`src/source/div_pkg.sv`:
```
package div_pkg;

    localparam int XLEN       = 32;
    localparam int PA_W       = 2 * XLEN + 1;  // partial remainder plus its sign bit
    localparam int LZC_W      = 5;
    localparam int ITER_STEPS = XLEN / 2;      // two quotient bits retire per step

    typedef enum logic [1:0] {
        OP_DIV  = 2'b00,
        OP_DIVU = 2'b01,
        OP_REM  = 2'b10,
        OP_REMU = 2'b11
    } div_op_e;

    typedef struct packed {
        div_op_e         op;
        logic [XLEN-1:0] dividend;
        logic [XLEN-1:0] divisor;
    } div_req_t;

    // per-operation bookkeeping that rides along with the datapath
    typedef struct packed {
        logic             sext;  // signed operation
        logic             rem;   // remainder requested
        logic             zero;  // divisor is zero
        logic             ov;    // most negative value divided by -1
        logic             ha;    // dividend sign
        logic             hb;    // divisor sign
        logic [LZC_W-1:0] lzc;
        logic [XLEN-1:0]  src1;  // original dividend for the special cases
    } div_flags_t;

    typedef struct packed {
        logic [PA_W-1:0] pa;
        logic [XLEN-1:0] b;
        div_flags_t      flags;
    } div_work_t;

    typedef struct packed {
        logic [PA_W-1:0] pa;
        logic [XLEN-1:0] b;
        logic [XLEN-1:0] q_pos;
        logic [XLEN-1:0] q_neg;
        div_flags_t      flags;
    } div_quot_t;

    // signed quotient digit, two's complement in three bits
    typedef enum logic [2:0] {
        QD_Z  = 3'b000,
        QD_P1 = 3'b001,
        QD_P2 = 3'b010,
        QD_N2 = 3'b110,
        QD_N1 = 3'b111
    } qdigit_t;

endpackage

```
`src/source/div_iter.sv`:
```
module div_iter (
    input  logic               clk,
    input  logic               rst,
    input  logic               work_valid_i,
    output logic               work_ready_o,
    input  div_pkg::div_work_t work_i,
    output logic               quot_valid_o,
    input  logic               quot_ready_i,
    output div_pkg::div_quot_t quot_o
);
    import div_pkg::*;

    localparam int CNT_W = $clog2(ITER_STEPS + 1);

    logic [CNT_W-1:0] cnt;
    logic             done;
    logic             busy;
    logic             load;
    logic [PA_W-1:0]  pa;
    logic [PA_W-1:0]  pa_sh;
    logic [PA_W-1:0]  pa_nxt;
    logic [PA_W-1:0]  b_x1;
    logic [PA_W-1:0]  b_x2;
    logic [XLEN-1:0]  b;
    logic [XLEN-1:0]  q_pos;
    logic [XLEN-1:0]  q_neg;
    logic [XLEN-1:0]  q_pos_nxt;
    logic [XLEN-1:0]  q_neg_nxt;
    logic [XLEN-1:0]  weight;
    div_flags_t       flags;
    qdigit_t          qd;

    srt_qselect u_qsel (
        .b_i (b[XLEN-1 -: 4]),
        .p_i (pa[PA_W-1 -: 6]),
        .q_o (qd)
    );

    assign busy         = (cnt != '0);
    assign work_ready_o = ~busy & ~done;
    assign quot_valid_o = done;
    assign load         = work_valid_i & work_ready_o;

    // the divisor is aligned one bit below the sign of the partial remainder
    assign pa_sh  = pa << 2;
    assign b_x1   = {1'b0, b, {XLEN{1'b0}}};
    assign b_x2   = {b, {(XLEN+1){1'b0}}};
    assign weight = {{(XLEN-1){1'b0}}, 1'b1} << {cnt - 1'b1, 1'b0};  // 4^(steps left - 1)

    always_comb begin
        pa_nxt    = pa_sh;
        q_pos_nxt = q_pos;
        q_neg_nxt = q_neg;
        case (qd)
            QD_N2: begin
                pa_nxt    = pa_sh + b_x2;
                q_neg_nxt = q_neg + (weight << 1);
            end
            QD_N1: begin
                pa_nxt    = pa_sh + b_x1;
                q_neg_nxt = q_neg + weight;
            end
            QD_P1: begin
                pa_nxt    = pa_sh - b_x1;
                q_pos_nxt = q_pos + weight;
            end
            QD_P2: begin
                pa_nxt    = pa_sh - b_x2;
                q_pos_nxt = q_pos + (weight << 1);
            end
            default: ;
        endcase
    end

    always_ff @(posedge clk or negedge rst) begin
        if (!rst) begin
            cnt  <= '0;
            done <= 1'b0;
        end else begin
            if (load) begin
                cnt <= CNT_W'(ITER_STEPS);
            end else if (busy) begin
                cnt <= cnt - 1'b1;
            end
            if (busy && cnt == CNT_W'(1)) begin
                done <= 1'b1;  // last digit retires on this edge
            end else if (done && quot_ready_i) begin
                done <= 1'b0;
            end
        end
    end

    always_ff @(posedge clk) begin
        if (load) begin
            pa    <= work_i.pa;
            b     <= work_i.b;
            flags <= work_i.flags;
            q_pos <= '0;
            q_neg <= '0;
        end else if (busy) begin
            pa    <= pa_nxt;
            q_pos <= q_pos_nxt;
            q_neg <= q_neg_nxt;
        end
    end

    assign quot_o.pa    = pa;
    assign quot_o.b     = b;
    assign quot_o.q_pos = q_pos;
    assign quot_o.q_neg = q_neg;
    assign quot_o.flags = flags;

    // the selection table must only ever hand back one of the five digits
    a_digit_legal: assert property (@(posedge clk) disable iff (!rst)
        busy |-> (qd inside {QD_N2, QD_N1, QD_Z, QD_P1, QD_P2}));

endmodule

```
`src/source/div_post.sv`:
```
module div_post (
    input  logic                  clk,
    input  logic                  rst,
    input  logic                  quot_valid_i,
    output logic                  quot_ready_o,
    input  div_pkg::div_quot_t    quot_i,
    output logic                  res_valid_o,
    input  logic                  res_ready_i,
    output logic [div_pkg::XLEN-1:0] res_o
);
    import div_pkg::*;

    div_flags_t      f;
    logic            take;
    logic            unit_div;
    logic [PA_W-1:0] pa_fix;
    logic [PA_W-1:0] pa_den;
    logic [XLEN-1:0] q_neg_fix;
    logic [XLEN-1:0] q_hi;
    logic [XLEN-1:0] q_lo;
    logic [XLEN-1:0] rem_mag;
    logic [XLEN-1:0] quot;
    logic [XLEN-1:0] rem;

    assign f            = quot_i.flags;
    assign quot_ready_o = ~res_valid_o | res_ready_i;  // empty, or emptied this cycle
    assign take         = quot_valid_i & quot_ready_o;

    // a divisor of magnitude one needs a quotient beyond what sixteen digits can reach
    assign unit_div = ~f.zero && (f.lzc == LZC_W'(XLEN - 1));

    // a negative final remainder means the quotient came out one too large
    always_comb begin
        pa_fix    = quot_i.pa;
        q_neg_fix = quot_i.q_neg;
        if (quot_i.pa[PA_W-1]) begin
            pa_fix    = quot_i.pa + {1'b0, quot_i.b, {XLEN{1'b0}}};
            q_neg_fix = quot_i.q_neg + 1'b1;
        end
    end

    // swapping the accumulators negates the quotient for mixed signs
    assign q_hi = (f.sext && (f.ha ^ f.hb)) ? q_neg_fix : quot_i.q_pos;
    assign q_lo = (f.sext && (f.ha ^ f.hb)) ? quot_i.q_pos : q_neg_fix;

    assign pa_den  = pa_fix >> f.lzc;
    assign rem_mag = pa_den[2*XLEN-1:XLEN];

    always_comb begin
        quot = q_hi - q_lo;
        rem  = (f.sext && f.ha) ? (~rem_mag + 1'b1) : rem_mag;
        if (f.zero) begin
            quot = '1;
            rem  = f.src1;
        end else if (f.ov) begin
            quot = f.src1;
            rem  = '0;
        end else if (unit_div) begin
            quot = (f.sext && f.hb) ? (~f.src1 + 1'b1) : f.src1;
            rem  = '0;
        end
    end

    always_ff @(posedge clk or negedge rst) begin
        if (!rst) begin
            res_valid_o <= 1'b0;
        end else if (take) begin
            res_valid_o <= 1'b1;
        end else if (res_ready_i) begin
            res_valid_o <= 1'b0;
        end
    end

    always_ff @(posedge clk) begin
        if (take) begin
            res_o <= f.rem ? rem : quot;
        end
    end

    // a result that is not taken must not move
    a_res_hold: assert property (@(posedge clk) disable iff (!rst)
        (res_valid_o && !res_ready_i) |=> (res_valid_o && $stable(res_o)));

endmodule

```
`src/source/div_prescale.sv`:
```
module div_prescale (
    input  div_pkg::div_req_t  req_i,
    output div_pkg::div_work_t work_o
);
    import div_pkg::*;

    div_flags_t       flags;
    logic [XLEN-1:0]  abs_a;
    logic [XLEN-1:0]  abs_b;
    logic [LZC_W-1:0] lzc;

    always_comb begin
        case (req_i.op)
            OP_DIV: begin
                flags.sext = 1'b1;
                flags.rem  = 1'b0;
            end
            OP_DIVU: begin
                flags.sext = 1'b0;
                flags.rem  = 1'b0;
            end
            OP_REM: begin
                flags.sext = 1'b1;
                flags.rem  = 1'b1;
            end
            default: begin
                flags.sext = 1'b0;
                flags.rem  = 1'b1;
            end
        endcase
    end

    assign flags.zero = (req_i.divisor == '0);
    assign flags.ov   = flags.sext && (req_i.dividend == {1'b1, {XLEN-1{1'b0}}})
                        && (req_i.divisor == '1);
    assign flags.ha   = req_i.dividend[XLEN-1];
    assign flags.hb   = req_i.divisor[XLEN-1];
    assign flags.lzc  = lzc;
    assign flags.src1 = req_i.dividend;

    assign abs_a = (flags.sext && flags.ha) ? (~req_i.dividend + 1'b1) : req_i.dividend;
    assign abs_b = (flags.sext && flags.hb) ? (~req_i.divisor + 1'b1) : req_i.divisor;

    // the highest set bit is seen last, so it sets the count
    always_comb begin
        lzc = '0;
        for (int i = 0; i < XLEN; i++) begin
            if (abs_b[i]) begin
                lzc = LZC_W'(XLEN - 1 - i);
            end
        end
    end

    // the divisor ends up with its top bit set, the dividend moves with it
    assign work_o.pa    = {{(PA_W-XLEN){1'b0}}, abs_a} << lzc;
    assign work_o.b     = abs_b << lzc;
    assign work_o.flags = flags;

endmodule

```
`src/source/div_unit.sv`:
```
module div_unit (
    input  logic                     clk,
    input  logic                     rst,
    input  logic                     req_valid_i,
    output logic                     req_ready_o,
    input  div_pkg::div_req_t        req_i,
    output logic                     res_valid_o,
    input  logic                     res_ready_i,
    output logic [div_pkg::XLEN-1:0] res_o
);
    import div_pkg::*;

    div_work_t work;
    div_quot_t quot;
    logic      quot_valid;
    logic      quot_ready;

    div_prescale u_prescale (
        .req_i  (req_i),
        .work_o (work)
    );

    // the engine accepts only when idle, so its ready is the request ready
    div_iter u_iter (
        .clk          (clk),
        .rst          (rst),
        .work_valid_i (req_valid_i),
        .work_ready_o (req_ready_o),
        .work_i       (work),
        .quot_valid_o (quot_valid),
        .quot_ready_i (quot_ready),
        .quot_o       (quot)
    );

    div_post u_post (
        .clk          (clk),
        .rst          (rst),
        .quot_valid_i (quot_valid),
        .quot_ready_o (quot_ready),
        .quot_i       (quot),
        .res_valid_o  (res_valid_o),
        .res_ready_i  (res_ready_i),
        .res_o        (res_o)
    );

endmodule

```
`src/source/srt_qselect.sv`:
```
module srt_qselect (
    input  logic [3:0]        b_i,
    input  logic signed [5:0] p_i,
    output div_pkg::qdigit_t  q_o
);
    import div_pkg::*;

    // exclusive upper bounds of the -2, -1, 0 and +1 regions in the current row
    logic signed [5:0] lim_n2;
    logic signed [5:0] lim_n1;
    logic signed [5:0] lim_z;
    logic signed [5:0] lim_p1;

    // where two regions overlap the bound is taken from the lower digit
    always_comb begin
        case (b_i)
            4'b1001: begin
                lim_n2 = -6'sd7;
                lim_n1 = -6'sd2;
                lim_z  = 6'sd3;
                lim_p1 = 6'sd7;
            end
            4'b1010: begin
                lim_n2 = -6'sd8;
                lim_n1 = -6'sd2;
                lim_z  = 6'sd3;
                lim_p1 = 6'sd8;
            end
            4'b1011: begin
                lim_n2 = -6'sd8;
                lim_n1 = -6'sd2;
                lim_z  = 6'sd3;
                lim_p1 = 6'sd9;
            end
            4'b1100: begin
                lim_n2 = -6'sd9;
                lim_n1 = -6'sd3;
                lim_z  = 6'sd4;
                lim_p1 = 6'sd10;
            end
            4'b1101: begin
                lim_n2 = -6'sd10;
                lim_n1 = -6'sd3;
                lim_z  = 6'sd4;
                lim_p1 = 6'sd10;
            end
            4'b1110: begin
                lim_n2 = -6'sd10;
                lim_n1 = -6'sd3;
                lim_z  = 6'sd4;
                lim_p1 = 6'sd11;
            end
            4'b1111: begin
                lim_n2 = -6'sd11;
                lim_n1 = -6'sd3;
                lim_z  = 6'sd5;
                lim_p1 = 6'sd12;
            end
            default: begin  // 1000, and a zero divisor whose result is replaced later
                lim_n2 = -6'sd6;
                lim_n1 = -6'sd2;
                lim_z  = 6'sd2;
                lim_p1 = 6'sd6;
            end
        endcase
    end

    always_comb begin
        if (p_i < lim_n2) begin
            q_o = QD_N2;
        end else if (p_i < lim_n1) begin
            q_o = QD_N1;
        end else if (p_i < lim_z) begin
            q_o = QD_Z;
        end else if (p_i < lim_p1) begin
            q_o = QD_P1;
        end else begin
            q_o = QD_P2;
        end
    end

endmodule

```
`config.mk`:
```
export PLATFORM = sky130hd
export DESIGN_NAME = div_unit
export DESIGN_NICKNAME = d
export VERILOG_FILES = /design/src/source/div_pkg.sv /design/src/source/div_iter.sv /design/src/source/div_post.sv /design/src/source/div_prescale.sv /design/src/source/div_unit.sv /design/src/source/srt_qselect.sv
export SDC_FILE = /design/constraint.sdc
export NUM_CORES = 2
export LEC_CHECK = 0
export BUFFER_PORTS_ARGS = -buffer_cell sky130_fd_sc_hd__clkbuf_2
export CAP_MARGIN = 20
export CORE_ASPECT_RATIO = 0.8
export CORE_MARGIN = 2
export CORE_UTILIZATION = 31
export DETAILED_ROUTE_END_ITERATION = 7
export PLACE_DENSITY = 0.48
export SLEW_MARGIN = 10
export SYNTH_ARGS = -nofsm -noshare
export SYNTH_HDL_FRONTEND = slang
export SYNTH_SLANG_ARGS = --single-unit
```
`constraint.sdc`:
```
create_clock -name clk -period 7 [get_ports clk]
set_input_delay 0.35 -clock clk [delete_from_list [all_inputs] [get_ports clk]]
set_output_delay 0.35 -clock clk [all_outputs]
set_load 0.02 [all_outputs]
```
==> impl_metrics.xml <==
<?xml version="1.0" encoding="UTF-8"?>
<metrics>
  <group name="route">
    <metric name="route.antenna.remaining_nets" unit="">0</metric>
    <metric name="wire_per_inst" unit="um">23.7</metric>
    <metric name="dr.pass1.iters" unit="">6</metric>
    <metric name="via_count" unit="">35300</metric>
    <metric name="drt_drc_violations_left" unit="">0</metric>
    <metric name="first_iter_violations" unit="">3903</metric>
    <metric name="detail_route.vias_per_cell" unit="">5.93</metric>
    <metric name="routed_wirelength" unit="mm">141</metric>
  </group>
  <group name="power">
    <metric name="p_switching" unit="mW">10.7</metric>
    <metric name="total_leakage_power" unit="nW">14.1</metric>
    <metric name="power_per_cell_area" unit="mW/mm^2">530</metric>
    <metric name="internal-power" unit="mW">8.71</metric>
    <metric name="pwr-share-clk" unit="%">8.8</metric>
    <metric name="combPwrFrac" unit="%">75.6</metric>
    <metric name="seqPwrFrac" unit="%">15.6</metric>
    <metric name="worst_ir_drop_vdd" unit="mV">0.222</metric>
    <metric name="power.share.switching" unit="%">55.2</metric>
  </group>
  <group name="worst_setup_path">
    <metric name="critPathLaunch" unit="">u_iter.b[29]</metric>
    <metric name="rr_endpoint" unit="">u_iter.pa[64]</metric>
    <metric name="required" unit="ns">7.35</metric>
    <metric name="regToRegSetupSlack" unit="ns">0.38</metric>
    <metric name="critical_path.cell_chain" unit="">o21ai_0, a31oi_1, ha_1, nor2b_1, o21ai_0, a21oi_1, nor2_2, nor2_1, xnor2_1, ha_1, o21ai_0, a22o_1, a311oi_1, o31ai_1, a211oi_1, o31ai_1, o211ai_1, o41a_1, a21o_1, a21o_1, a21o_1, a21oi_1, xnor2_1, a221oi_1</metric>
    <metric name="timing.critical_path.slowest_cell_delay" unit="ns">0.58</metric>
    <metric name="worst_setup_path_start_kind" unit="">register</metric>
    <metric name="critical_path.max_fanout" unit="">12</metric>
    <metric name="setup.worst_path.class" unit="">reg -&gt; reg</metric>
    <metric name="crit_arrival" unit="ns">6.97</metric>
    <metric name="worstPathBufferInverterCount" unit="">0</metric>
    <metric name="path_depth" unit="">24</metric>
    <metric name="critical_path.reg2reg.startpoint" unit="">u_iter.b[29]</metric>
    <metric name="crit_slowest_cell" unit="">edfxtp_1</metric>
    <metric name="r2r_cells" unit="">24</metric>
    <metric name="endpoint" unit="">u_iter.pa[64]</metric>
    <metric name="critical_path.top_delay_family" unit="">compound AO/OA/AOI/OAI gates</metric>
    <metric name="end_kind" unit="">register</metric>
  </group>
  <group name="worst_hold_path">
    <metric name="hold_path_depth" unit="">1</metric>
    <metric name="timing.hold.worst.class" unit="">in -&gt; reg</metric>
  </group>
  <group name="cts">
    <metric name="clock_path_buffers" unit="">3</metric>
    <metric name="cts_buffers" unit="">31</metric>
    <metric name="tritoncts_clock_tree" unit="">built</metric>
    <metric name="cts.reportedPaths.clkPinSlew" unit="ns">0.06</metric>
    <metric name="tritoncts_num_sinks" unit="">242</metric>
    <metric name="clk-insertion-delay-late" unit="ns">0.65</metric>
    <metric name="htree_levels" unit="">1</metric>
    <metric name="clock-root-buffer" unit="">clkbuf_16</metric>
  </group>
  <group name="global_routing">
    <metric name="initial_antenna_violation_count" unit="">14</metric>
    <metric name="grt_max_degree" unit="">118</metric>
    <metric name="grt_pass1_vias" unit="">31300</metric>
    <metric name="total_routing_usage_reported_by_global_routing" unit="%">24.4</metric>
    <metric name="global_route_wire_length_before_repair" unit="mm">209</metric>
    <metric name="grt-ovfl-total" unit="">0</metric>
  </group>
  <group name="final_layout">
    <metric name="layout_common_cells" unit="">nand2_1, nor2_1, o21ai_0</metric>
    <metric name="finish.instance_area" unit="mm^2">0.0367</metric>
    <metric name="area_delta_synth_final" unit="%">9.67</metric>
    <metric name="layout.core_utilization" unit="%">34.4</metric>
    <metric name="drive_gt1_share" unit="%">8.85</metric>
    <metric name="layout.cells.most_common" unit="">nand2_1</metric>
    <metric name="fin_nets" unit="">4796</metric>
  </group>
  <group name="placement">
    <metric name="detailed_place.area" unit="mm^2">0.0354</metric>
    <metric name="finalWeightedCongestion" unit="">0.964</metric>
    <metric name="detailedPlacementHpwl" unit="mm">111</metric>
    <metric name="place.port_buffers" unit="">103</metric>
  </group>
  <group name="floorplan">
    <metric name="die_area" unit="mm^2">0.110</metric>
    <metric name="die_height" unit="um">298</metric>
    <metric name="floorplan.core_area" unit="mm^2">0.107</metric>
    <metric name="io_pins" unit="">104</metric>
    <metric name="die_width" unit="um">371</metric>
    <metric name="row_count" unit="">107</metric>
    <metric name="initial_core_util" unit="%">31.3</metric>
  </group>
  <group name="logic_synthesis">
    <metric name="yosysTopAreaCellShare" unit="%">15.4</metric>
    <metric name="netlist_top_cells_area" unit="">edfxtp_1, ha_1, nand2_1, nor2_1, o21ai_0</metric>
    <metric name="post_synthesis_net_count" unit="">4825</metric>
    <metric name="synth_area_leader_cell" unit="">edfxtp_1</metric>
    <metric name="ys_ff_latch" unit="">242</metric>
    <metric name="number_of_flops_mapped_to_enable_cells_by_yosys" unit="">171</metric>
    <metric name="synth-main-ff-cell" unit="">edfxtp_1</metric>
    <metric name="syn_avg_cell_area" unit="um^2">7.37</metric>
    <metric name="async_reset_ff_share" unit="%">2.89</metric>
    <metric name="synthesis.instances" unit="">4537</metric>
    <metric name="netlist-cell-type-count" unit="">108</metric>
    <metric name="synth.yosys.seq_area_share" unit="%">19.7</metric>
    <metric name="ys_warn_count" unit="">0</metric>
    <metric name="netlist_area" unit="mm^2">0.0334</metric>
  </group>
  <group name="timing">
    <metric name="finalCritPeriodShare" unit="%">94.6</metric>
    <metric name="finalClockSkew" unit="ns">0.0217</metric>
    <metric name="fin_tns_setup" unit="ns">0</metric>
    <metric name="max_freq" unit="MHz">151</metric>
    <metric name="slew_headroom" unit="%">28.1</metric>
    <metric name="rsz0062_at_grt" unit="">false</metric>
    <metric name="timing_max_transition_violations_final" unit="">0</metric>
    <metric name="final.min_clock_period" unit="ns">6.62</metric>
    <metric name="tightestPinTransition" unit="ns">1.08</metric>
    <metric name="setup_viol_count_final" unit="">0</metric>
    <metric name="timing_hold_violations_final" unit="">0</metric>
  </group>
  <group name="job">
    <metric name="max_cap_violations" unit="">0</metric>
  </group>
  <group name="run_status">
    <metric name="outcome" unit="">completed</metric>
  </group>
</metrics>
-- worst reg2reg max path: cells and delay by family (launching register included) --
kind            cells  cell delay (ns)
compound gates     17             4.09
fa+ha+maj           2             0.62
xor+xnor            2             0.30
flops               1             0.58
simple gates        3             0.73
-- logic make-up after synthesis --
kind of cell               synth area share, %
AOI/OAI and AO/OA                         28.3
xor gates and xnor gates                  9.01
adders and majority gates                 8.25
buffers and inverters                     4.29
DFF                                       19.7
muxes                                     6.34
and+or+nand+nor                           24.1
-- Yosys cell counts (91+ instances only) --
library cell  instances
xor2_1              141
a21oi_1             297
nand3_1             116
mux2i_1             152
xnor2_1             203
a31oi_1              91
nor2_1              496
edfxtp_1            171
nor3_1              137
nand2_1             565
o21ai_0             369
clkbuf_1            215
ha_1                214
-- routing by layer --
metal  routed length, um  vias to the layer above  track usage [%]
li1                    -                    16800                -
met1               73300                    16800             40.6
met2               53000                     1523             32.2
met3               12100                      145             3.27
met4                2420                       16             3.92
met5                  96                        -                0
-- per-stage QoR --
stage          power, mW  instances  hold WS [ns]  setup slack, ns
2_1_floorplan       12.9       4537        0.0544            0.301
3_3_place_gp        17.4       5868         0.222            0.515
3_5_place_dp        17.3       5870         0.226            0.496
4_1_cts             19.1       5945       0.00166            0.446
5_1_grt             20.9       5952        0.0233           0.0986
6_report            19.4       5954        0.0478            0.378
-- how the worst min path moves through the flow --
stage                          to  startpoint  slack (ns)
3_5_place_dp   u_post.res_valid_o         rst        0.23
4_1_cts         u_iter.quot_o[17]   req_i[49]       0.002
2_1_floorplan       u_iter.cnt[0]         rst        0.05
6_report        u_iter.quot_o[17]   req_i[49]        0.05
3_3_place_gp   u_post.res_valid_o         rst        0.22
5_1_grt         u_iter.quot_o[17]   req_i[49]        0.02
-- area by class of cell --
type,count,area (um^2)
clock inverter,21,234
fill,11300,70000
tap,1417,1770
clock buffer,36,795
inverter,90,343
sequential,242,6590
timing repair buffer,213,1430
multi-input combinational,3930,25500
antenna,5,12.5
-- registers in the layout, indices dropped and copies added (netlist names) --
| name | flops |
|---|---|
| u_iter.pa | 65 |
| u_iter.q_pos | 32 |
| u_iter.quot_valid_o | 1 |
| u_post.res_o | 32 |
| u_iter.cnt | 5 |
| u_iter.q_neg | 32 |
| u_iter.b | 32 |
| u_post.res_valid_o | 1 |
| u_iter.quot_o | 42 |
-- power by group through the flow --
stage | logic [mW] | registers [mW] | clock network [mW]
after global routing | 16.0 | 3.09 | 1.80
final | 14.7 | 3.03 | 1.71
after floorplan | 10.2 | 2.69 | 0
after detailed placement | 14.2 | 3.03 | 0
after global placement | 14.3 | 3.03 | 0
after CTS | 14.4 | 3.00 | 1.76
-- timing repair --
item                       in CTS  in global routing
setup endpoints to repair       0                  3
hold endpoints to repair       24                  0
buffers inserted                0                  4
hold buffers                   18                  0
gates resized for setup         0                  2
Power figures use the tool's default switching activity.
